<file path="config.mk">
export PLATFORM = sky130hd
export DESIGN_NAME = ks_adder_top
export DESIGN_NICKNAME = d
export VERILOG_FILES = /design/src/rtl/adder_types_pkg.sv /design/src/rtl/prefix_pkg.sv /design/src/rtl/ks_gp_init.sv /design/src/rtl/ks_prefix_level.sv /design/src/rtl/ks_prefix_tree.sv /design/src/rtl/ks_sum.sv /design/src/rtl/ks_adder_top.sv
export VERILOG_INCLUDE_DIRS = /design/src /design/src/rtl
export SDC_FILE = /design/constraint.sdc
export NUM_CORES = 1
export LEC_CHECK = 0
export ABC_CLOCK_PERIOD_IN_PS = 5200
export BUFFER_PORTS_ARGS = -buffer_cell sky130_fd_sc_hd__buf_2
export CAP_MARGIN = 0
export CORE_ASPECT_RATIO = 1.4
export CORE_UTILIZATION = 40
export DETAILED_ROUTE_END_ITERATION = 7
export GPL_TIMING_DRIVEN = 0
export PLACE_DENSITY = 0.61
export RECOVER_POWER = 100
export SLEW_MARGIN = 15
export SYNTH_ARGS = -nofsm -noshare
export SYNTH_HDL_FRONTEND = slang
export SYNTH_SLANG_ARGS = --single-unit
</file>
<file path="constraint.sdc">
create_clock -name clk -period 5.2 [get_ports clk]
set_input_delay 1.56 -clock clk [delete_from_list [all_inputs] [get_ports clk]]
set_output_delay 1.56 -clock clk [all_outputs]
set_load 0.05 [all_outputs]
</file>
<file path="src/rtl/adder_consts.svh">
// adder constants: operand width and depth of the prefix network
`ifndef ADDER_CONSTS_SVH
`define ADDER_CONSTS_SVH

//--------------------------------------------------
// datapath width
//--------------------------------------------------

// bits per operand, sum and carry vector
`define ADDER_WIDTH 32

//--------------------------------------------------
// prefix network
//--------------------------------------------------

// rows of combining cells, log2 of the width
`define PREFIX_LEVELS 5

`endif

</file>
<file path="src/rtl/adder_types_pkg.sv">
// types seen at the adder boundary: operands, sum and carry vector
`default_nettype none

`include "adder_consts.svh"

package adder_types_pkg;

	//--------------------------------------------------
	// operand and result words
	//--------------------------------------------------

	// one operand or one sum
	typedef logic [`ADDER_WIDTH-1:0] word_t;

	// carry leaving each bit position
	// bit i is the carry out of bit i, so the top bit is the adder carry out
	typedef logic [`ADDER_WIDTH-1:0] carry_vec_t;

endpackage

`default_nettype wire

</file>
<file path="src/rtl/prefix_pkg.sv">
// types of the generate/propagate vectors inside the prefix network
`default_nettype none

`include "adder_consts.svh"

package prefix_pkg;

	//--------------------------------------------------
	// generate/propagate vectors
	//--------------------------------------------------

	// one generate or one propagate value per bit position
	// after row k, position i covers the group from i down to i-2^(k+1)+1
	typedef logic [`ADDER_WIDTH-1:0] gp_vec_t;

endpackage

`default_nettype wire

</file>
<file path="src/rtl/ks_gp_init.sv">
// bitwise generate and propagate, with carry-in merged into bit 0
`default_nettype none

`include "adder_consts.svh"

module ks_gp_init
(
	input  adder_types_pkg::word_t a,
	input  adder_types_pkg::word_t b,
	input  logic                   carry_in,
	output prefix_pkg::gp_vec_t    gen,
	output prefix_pkg::gp_vec_t    prop
);
	import prefix_pkg::*;

	gp_vec_t gen_raw;
	gp_vec_t prop_raw;

	// plain two-operand terms, propagate as or
	assign gen_raw  = a & b;
	assign prop_raw = a | b;

	// bit 0 treats carry_in as a third operand
	// majority of a, b, cin written as ab + (a+b)cin
	assign gen[0]  = gen_raw[0] | (prop_raw[0] & carry_in);
	assign prop[0] = prop_raw[0] | carry_in;

	// upper bits unchanged
	assign gen[`ADDER_WIDTH-1:1]  = gen_raw[`ADDER_WIDTH-1:1];
	assign prop[`ADDER_WIDTH-1:1] = prop_raw[`ADDER_WIDTH-1:1];

	// bit 0 generate must be high when two or more of its inputs are set
	always_comb
	begin
		assert final (gen[0] == ($countones({a[0], b[0], carry_in}) >= 2))
		else
			$error("ks_gp_init: bit 0 generate is not the majority of a, b, carry_in");
	end

endmodule

`default_nettype wire

</file>
<file path="src/rtl/ks_prefix_level.sv">
// one kogge-stone row of generate/propagate combining cells at a fixed span
`default_nettype none

`include "adder_consts.svh"

module ks_prefix_level
#(
	parameter int unsigned SPAN = 1
)
(
	input  prefix_pkg::gp_vec_t gen_in,
	input  prefix_pkg::gp_vec_t prop_in,
	output prefix_pkg::gp_vec_t gen_out,
	output prefix_pkg::gp_vec_t prop_out
);
	genvar i;

	//--------------------------------------------------
	// per-position cells
	//--------------------------------------------------
	for (i = 0; i < `ADDER_WIDTH; i++)
	begin : g_bit
		if (i >= SPAN)
		begin : g_cell
			// high group generates, or propagates a low generate
			assign gen_out[i]  = gen_in[i] | (prop_in[i] & gen_in[i-SPAN]);
			assign prop_out[i] = prop_in[i] & prop_in[i-SPAN];
		end
		else
		begin : g_pass
			// no partner below, group already reaches bit 0
			assign gen_out[i]  = gen_in[i];
			assign prop_out[i] = prop_in[i];
		end
	end

endmodule

`default_nettype wire

</file>
<file path="src/rtl/ks_prefix_tree.sv">
// kogge-stone prefix network, stacks the rows and taps the carry vector
`default_nettype none

`include "adder_consts.svh"

module ks_prefix_tree
(
	input  prefix_pkg::gp_vec_t         gen,
	input  prefix_pkg::gp_vec_t         prop,
	output adder_types_pkg::carry_vec_t carries
);
	import prefix_pkg::*;

	// row 0 is the bitwise stage, row k+1 the output of level k
	gp_vec_t gen_row  [`PREFIX_LEVELS+1];
	gp_vec_t prop_row [`PREFIX_LEVELS];

	assign gen_row[0]  = gen;
	assign prop_row[0] = prop;

	genvar lvl;

	//--------------------------------------------------
	// rows with spans 1, 2, 4, 8, 16
	//--------------------------------------------------
	for (lvl = 0; lvl < `PREFIX_LEVELS; lvl++)
	begin : g_row
		if (lvl < `PREFIX_LEVELS - 1)
		begin : g_mid
			ks_prefix_level
			#(
				.SPAN (1 << lvl)
			)
			u_level
			(
				.gen_in   (gen_row[lvl]),
				.prop_in  (prop_row[lvl]),
				.gen_out  (gen_row[lvl+1]),
				.prop_out (prop_row[lvl+1])
			);
		end
		else
		begin : g_last
			// last row only needs its generate
			ks_prefix_level
			#(
				.SPAN (1 << lvl)
			)
			u_level
			(
				.gen_in   (gen_row[lvl]),
				.prop_in  (prop_row[lvl]),
				.gen_out  (gen_row[lvl+1]),
				.prop_out ()
			);
		end
	end

	//--------------------------------------------------
	// carry taps
	//--------------------------------------------------

	// group generate from bit 0 up to i is the carry out of bit i
	assign carries = gen_row[`PREFIX_LEVELS];

	// bit 0 has no partner in any row, so its carry is its own generate
	always_comb
	begin
		assert final (carries[0] == gen[0])
		else
			$error("ks_prefix_tree: carry 0 differs from bit 0 generate");
	end

endmodule

`default_nettype wire

</file>
<file path="src/rtl/ks_sum.sv">
// sum stage, three-way xor of operand bits and the carry from below
`default_nettype none

`include "adder_consts.svh"

module ks_sum
(
	input  adder_types_pkg::word_t      a,
	input  adder_types_pkg::word_t      b,
	input  adder_types_pkg::carry_vec_t carries,
	input  logic                        carry_in,
	output adder_types_pkg::word_t      sum
);
	import adder_types_pkg::*;

	// carry entering each bit position
	word_t carry_into;

	// carry_in feeds bit 0, every other bit takes the carry out of its neighbour
	// top carry leaves the adder and is not summed
	assign carry_into = {carries[`ADDER_WIDTH-2:0], carry_in};

	assign sum = a ^ b ^ carry_into;

endmodule

`default_nettype wire

</file>
<file path="src/rtl/ks_adder_top.sv">
// 32-bit kogge-stone adder with carry-in, result registered on the input strobe
`default_nettype none

module ks_adder_top
(
	input  logic                        clk,
	input  logic                        reset,
	input  logic                        in_valid,
	input  adder_types_pkg::word_t      a,
	input  adder_types_pkg::word_t      b,
	input  logic                        carry_in,
	output logic                        out_valid,
	output adder_types_pkg::word_t      sum,
	output adder_types_pkg::carry_vec_t carry_out
);
	import adder_types_pkg::*;
	import prefix_pkg::*;

	gp_vec_t    gen;
	gp_vec_t    prop;
	carry_vec_t carries;
	word_t      sum_comb;

	//--------------------------------------------------
	// combinational datapath
	//--------------------------------------------------
	ks_gp_init u_gp_init
	(
		.a        (a),
		.b        (b),
		.carry_in (carry_in),
		.gen      (gen),
		.prop     (prop)
	);

	ks_prefix_tree u_prefix_tree
	(
		.gen     (gen),
		.prop    (prop),
		.carries (carries)
	);

	ks_sum u_sum
	(
		.a        (a),
		.b        (b),
		.carries  (carries),
		.carry_in (carry_in),
		.sum      (sum_comb)
	);

	//--------------------------------------------------
	// output register
	//--------------------------------------------------

	// capture on the strobe, hold otherwise
	always_ff @(posedge clk)
	begin
		if (reset)
		begin
			out_valid <= 1'b0;
			sum       <= '0;
			carry_out <= '0;
		end
		else
		begin
			out_valid <= in_valid;
			if (in_valid)
			begin
				sum       <= sum_comb;
				carry_out <= carries;
			end
		end
	end

	//--------------------------------------------------
	// checks
	//--------------------------------------------------

	// a result only appears after a strobe taken outside reset
	assert property (@(posedge clk) disable iff (reset)
		out_valid |-> ($past(in_valid) && !$past(reset)))
	else
		$error("ks_adder_top: out_valid without a strobe the cycle before");

	// nothing left over from before reset
	assert property (@(posedge clk) reset |=> !out_valid)
	else
		$error("ks_adder_top: out_valid high in the cycle after reset");

	// whole prefix datapath against a plain addition of the captured inputs
	assert property (@(posedge clk) disable iff (reset)
		out_valid |-> (sum == $past(a + b + carry_in)))
	else
		$error("ks_adder_top: registered sum differs from a + b + carry_in");

endmodule

`default_nettype wire

</file>
# After elaboration in Yosys (flattened, before gate mapping)
# Index checks and enable logic that the tools add are counted.
dict set report word_totals {
  latchBits 0
  n_memories 0
  in_bits 68
  out_inout_bits 65
  ramBits 0
  reg_bits 65
  rom_bits 0
  wordCells 365
}
dict set report classes {
  n_div 0
  shifts 0
  n_lt_le_gt_ge 0
  n_mux 0
  eq_ne 0
  bitwise_logic 362
  n_addsub 0
  reduce_logical 0
  mul 0
}
# op count
set ops {}
lappend ops {{$and 1x1->1} 228}
lappend ops {{$or 1x1->1} 130}
lappend ops {{$xor 32x32->32} 2}
lappend ops {{$and 32x32->32} 1}
lappend ops {{$or 32x32->32} 1}

# Logic depth before layout (Yosys ltp)
dict set report depth {
  depth_word 13
  ltp_mapped 10
  depth_no_buf 10
}

# Modules after synthesis
# A second synthesis with hierarchy kept.
dict set report unflattened {
  cells_unflattened 624
  hier_area_um2 5766.8
}
# mod cells_each instances area_each_um2 seq_area_each_um2
set modules_own_cells {}
lappend modules_own_cells {ks_adder_top 208 1 2311.0 1301.2}
lappend modules_own_cells {ks_sum 32 1 760.7 0.0}
lappend modules_own_cells {{ks_prefix_level (u_prefix_tree.g_row[4].g_last.u_level)} 64 1 480.5 0.0}
lappend modules_own_cells {{ks_prefix_level (u_prefix_tree.g_row[3].g_mid.u_level)} 64 1 466.7 0.0}
lappend modules_own_cells {{ks_prefix_level (u_prefix_tree.g_row[2].g_mid.u_level)} 64 1 452.9 0.0}
lappend modules_own_cells {{ks_prefix_level (u_prefix_tree.g_row[1].g_mid.u_level)} 64 1 446.7 0.0}
lappend modules_own_cells {{ks_prefix_level (u_prefix_tree.g_row[0].g_mid.u_level)} 64 1 444.2 0.0}
lappend modules_own_cells {ks_gp_init 64 1 404.1 0.0}

# Worst setup path before layout
# No wires, ideal clock.
dict set report synth_timing {
  kind {input -> register}
  from {input port a[0]}
  to {register carry_out[27]}
  path_stages 10
  setup_time_ps 137
  t_required_ps 5063
  t_arrival_ps 3963
  n_path_buf 0
  path_slack_ps 1100
  cell_sequence {fa_1 > fa_1 > nor2b_1 > o211ai_1 > nand2_1 > a211oi_4 > o211ai_2 > a211oi_4 > o21ba_2 > a211oi_1}
}
dict set report synth_between {
  elab_chain_len 11
  word_cells_on_any_way 12
  classes_between {bitwise: 12}
}
# element line_no
set synth_lines {}
lappend synth_lines {{start: declaration} ks_adder_top.sv:9} ;# input adder_types_pkg::word_t a,
lappend synth_lines {{$or 32x32->32} ks_gp_init.sv:21} ;# assign prop_raw = a | b;
lappend synth_lines {{$and 1x1->1} ks_gp_init.sv:25} ;# assign gen[0] = gen_raw[0] | (prop_raw[0] & carry_in);
lappend synth_lines {{$or 1x1->1 (*)} ks_gp_init.sv:25}
lappend synth_lines {{$and 1x1->1 (*)} ks_prefix_level.sv:26} ;# assign gen_out[i] = gen_in[i] | (prop_in[i] & gen_in[i-SPAN]);
lappend synth_lines {{$or 1x1->1 (*)} ks_prefix_level.sv:26}
lappend synth_lines {{via carries[1]} ks_adder_top.sv:21} ;# carry_vec_t carries;
lappend synth_lines {{$and 1x1->1 (*)} ks_prefix_level.sv:26}
lappend synth_lines {{$or 1x1->1 (*)} ks_prefix_level.sv:26}
lappend synth_lines {{$and 1x1->1 (*)} ks_prefix_level.sv:26}
lappend synth_lines {{$or 1x1->1 (*)} ks_prefix_level.sv:26}
lappend synth_lines {{$and 1x1->1 (*)} ks_prefix_level.sv:26}
lappend synth_lines {{$or 1x1->1 (*)} ks_prefix_level.sv:26}
lappend synth_lines {{end signal: assignment} ks_adder_top.sv:71} ;# carry_out <= carries;
lappend synth_lines {{end: declaration} ks_adder_top.sv:14} ;# output adder_types_pkg::carry_vec_t carry_out
# Mark *: on every way through the listed nets, which the timed path passes. The rest lies on a longest branch.
# A chain may end at the register's enable or synchronous reset.

# Worst setup path after layout
dict set report layout_timing {
  from {input port a[0]}
  to {register sum[27]}
}
dict set report layout_between {
  elab_chain_len 10
  word_cells_on_any_way 11
  classes_between {bitwise: 11}
}
# element line_no
set layout_lines {}
lappend layout_lines {{$or 32x32->32} ks_gp_init.sv:21}
lappend layout_lines {{$and 1x1->1} ks_gp_init.sv:25}
lappend layout_lines {{$or 1x1->1 (*)} ks_gp_init.sv:25}
lappend layout_lines {{via carries[0]} ks_adder_top.sv:21}
lappend layout_lines {{$and 1x1->1 (*)} ks_prefix_level.sv:26}
lappend layout_lines {{$or 1x1->1 (*)} ks_prefix_level.sv:26}
lappend layout_lines {{$and 1x1->1 (*)} ks_prefix_level.sv:26}
lappend layout_lines {{$or 1x1->1 (*)} ks_prefix_level.sv:26}
lappend layout_lines {{$and 1x1->1 (*)} ks_prefix_level.sv:26}
lappend layout_lines {{$or 1x1->1 (*)} ks_prefix_level.sv:26}
lappend layout_lines {{$xor 32x32->32 (*)} ks_sum.sv:23} ;# assign sum = a ^ b ^ carry_into;
lappend layout_lines {{end signal: assignment} ks_adder_top.sv:70} ;# sum <= sum_comb;
lappend layout_lines {{end: declaration} ks_adder_top.sv:13} ;# output adder_types_pkg::word_t sum,
# Marked as above.

==> flow_summary.ini <==
[status]
status = finished, final reports clean

[clock_network]
cts-htree-levels = 3
cts_hold_buf = 0
cts_tree = yes
cts_max_path_buffers = 2
clock_latency_ps = 340
clock-sinks = 65
clk_pin_slew_ps = 60
cts_buffers = 9
ctsResizeCount = 0
postCtsSetupBuffers = 0
ctsRootBufferMaster = clkbuf_16

[sta]
rsz0062_at_grt = false
worst_slew_pin_slew_ps = 939
tns_ps = 0
fin_worst_hold_slack_ps = 480
fmax_mhz = 213
finalHoldViolCount = 0
fin_crit_ps = 4690
slew_headroom = 0.374
setup_viol = 0
fin_worst_skew_ps = 0
report.final.slew_viol_count = 0
min_period_over_period = 0.901

[layout]
syn2layout_area_growth_pct = 21.6
layout_common_cells = nor2_1 (100), inv_1 (87), clkbuf_1 (81)
antenna_cells = 0
utilization = 0.505
layout.nets = 860
mostFrequentLayoutCell = nor2_1
drive_above_1_share = 0.128
fill_cells = 1223

[route]
wl_um = 13800
wl_per_cell_um = 15.8
drc = 0
drt_iter0_drc = 115
dr.pass1.iters = 4
vias = 4591
vias_per_cell = 5.23
drtAntennaViolNets = 0

[floorplanning]
die_h_um = 131
core_region_area_sq_um = 11500
ioPinCount = 133
die-area_sq_um = 12400
fp-row-count = 46
initial_utilization = 0.416
die_w_um = 94.4

[worst_setup_path]
arrival_ps = 4890
crit_required_ps = 5400
startpoint_type = primary input
crit_path_end_kind = register
cp_max_fo = 4
path_class = in2reg

[synthesis]
netlist_area_sq_um = 4780
async_flop_share = 0
ys_types = 68
ys_ff_latch = 65
synth.yosys.warnings = 0
synth-edff-count = 0
synth_compound_area_frac = 0.202
synth.area.mux_share = 0.0502
syn_avg_cell_area_sq_um = 8.18
synth-simple-area-share = 0.181
synthFlopType = dfxtp_1
synthAdderAreaFrac = 0.171
synth_top_family_by_area = compound AO/OA/AOI/OAI gates
synth_nets = 717
yosys.area_share.xor_xnor = 0.0421
ys_seq_area_frac = 0.272
synthCells = 585

[placed_design]
io_buffer_count = 132
routabilityCongestion = 0.903
dp_hpwl_um = 11200

[grt]
grt_max_degree = 13
grt_pass1_vias = 4564
grt_usage = 0.228
antenna_found_initial = 0
grt_pass1_wl_um = 21600
grt_overflow = 0

[hold_path]
hp-class = reg2reg

[power]
finalPower_uw = 1860
ir_worst_vdd_mv = 0.192
p_per_area_nw_per_um2 = 320
p_leak_uw = 0.00276

[job]
drv_cap = 0
-- sequential cells by signal (all words and copies together), names as in the netlist --
name and count:
carry_out 32, out_valid 1, sum 32
-- Yosys cell counts, types with 3 or more instances --
library cell | instances | area share
nand2b_1 | 7 | 0.0092
o21bai_1 | 5 | 0.0078
o211ai_1 | 7 | 0.011
nand2_1 | 17 | 0.013
xor2_1 | 10 | 0.018
nor3_1 | 5 | 0.0052
a211oi_1 | 23 | 0.036
nand3_1 | 8 | 0.0084
xnor2_1 | 13 | 0.024
nor2b_1 | 11 | 0.014
a22o_1 | 5 | 0.0092
ha_1 | 62 | 0.16
inv_1 | 87 | 0.068
clkbuf_1 | 14 | 0.011
nor3b_1 | 7 | 0.011
or4_1 | 3 | 0.0047
dfxtp_1 | 65 | 0.27
nor2_1 | 100 | 0.078
mux2i_1 | 24 | 0.050
a21oi_1 | 27 | 0.028
buf_1 | 4 | 0.0031
o21ai_0 | 16 | 0.017
-- kinds of logic after synthesis --
| kind of cell | Yosys count |
|---|---|
| and+or+nand+nor | 178 |
| AOI/OAI and AO/OA | 126 |
| buffers and inverters | 105 |
| DFF | 65 |
| adders and majority gates | 64 |
| muxes | 24 |
| xor gates and xnor gates | 23 |
-- where the power goes --
| part | leakage (uW) | total (uW) | switching, uW | internal [uW] |
|---|---|---|---|---|
| registers | 0.000539 | 579 | 28.8 | 550 |
| clock network | 0.000159 | 677 | 242 | 434 |
| logic | 0.00206 | 607 | 424 | 182 |
-- path summary, 6_finish.rpt --
check                                    from       endpoint  slack [ps]  cells past startpoint
worst max-delay path                     a[0]        sum[27]         510                     10
worst min-delay path                  sum[29]        sum[29]         480                      1
worst max register to register  carry_out[31]  carry_out[31]        4300                      2
worst min register to register        sum[29]        sum[29]         480                      1
-- area by class of cell --
class	instances	area, sq um	area share
multi-input combinational	415	3040	0.522
clock inverter	6	90.1	0.0155
tap	144	180	0.0310
timing repair buffer	132	577	0.0991
inverter	87	327	0.0561
buffer	18	67.6	0.0116
sequential	65	1300	0.224
clock buffer	10	239	0.0411
-- critical path, cell delays in order --
cell and delay (ps):
clkbuf_1 90, fa_1 470, nor2b_1 170, o311ai_0 680, a211oi_1 270, o32ai_1 390
o211ai_1 340, a221oi_1 630, or4b_1 200, o311ai_1 90
-- stage by stage --
step / cells / cell area, sq um / setup slack (ps)
4_1_cts: 877 / 5950 / 780
3_5_place_dp: 861 / 5630 / 435
3_3_place_gp: 861 / 5630 / 432
5_1_grt: 877 / 5820 / 306
6_report: 877 / 5820 / 514
2_1_floorplan: 585 / 4780 / 1100
-- layer usage --
| metal | track usage | vias to the layer above | share of wire |
|---|---|---|---|
| met5 | 0 | - | 0 |
| met2 | 0.404 | 134 | 0.51 |
| li1 | - | 2295 | - |
| met3 | 0.0289 | 34 | 0.042 |
| met4 | 0.124 | 0 | 0.041 |
| met1 | 0.256 | 2128 | 0.41 |
Note: power is estimated with default switching activity, not from simulation.
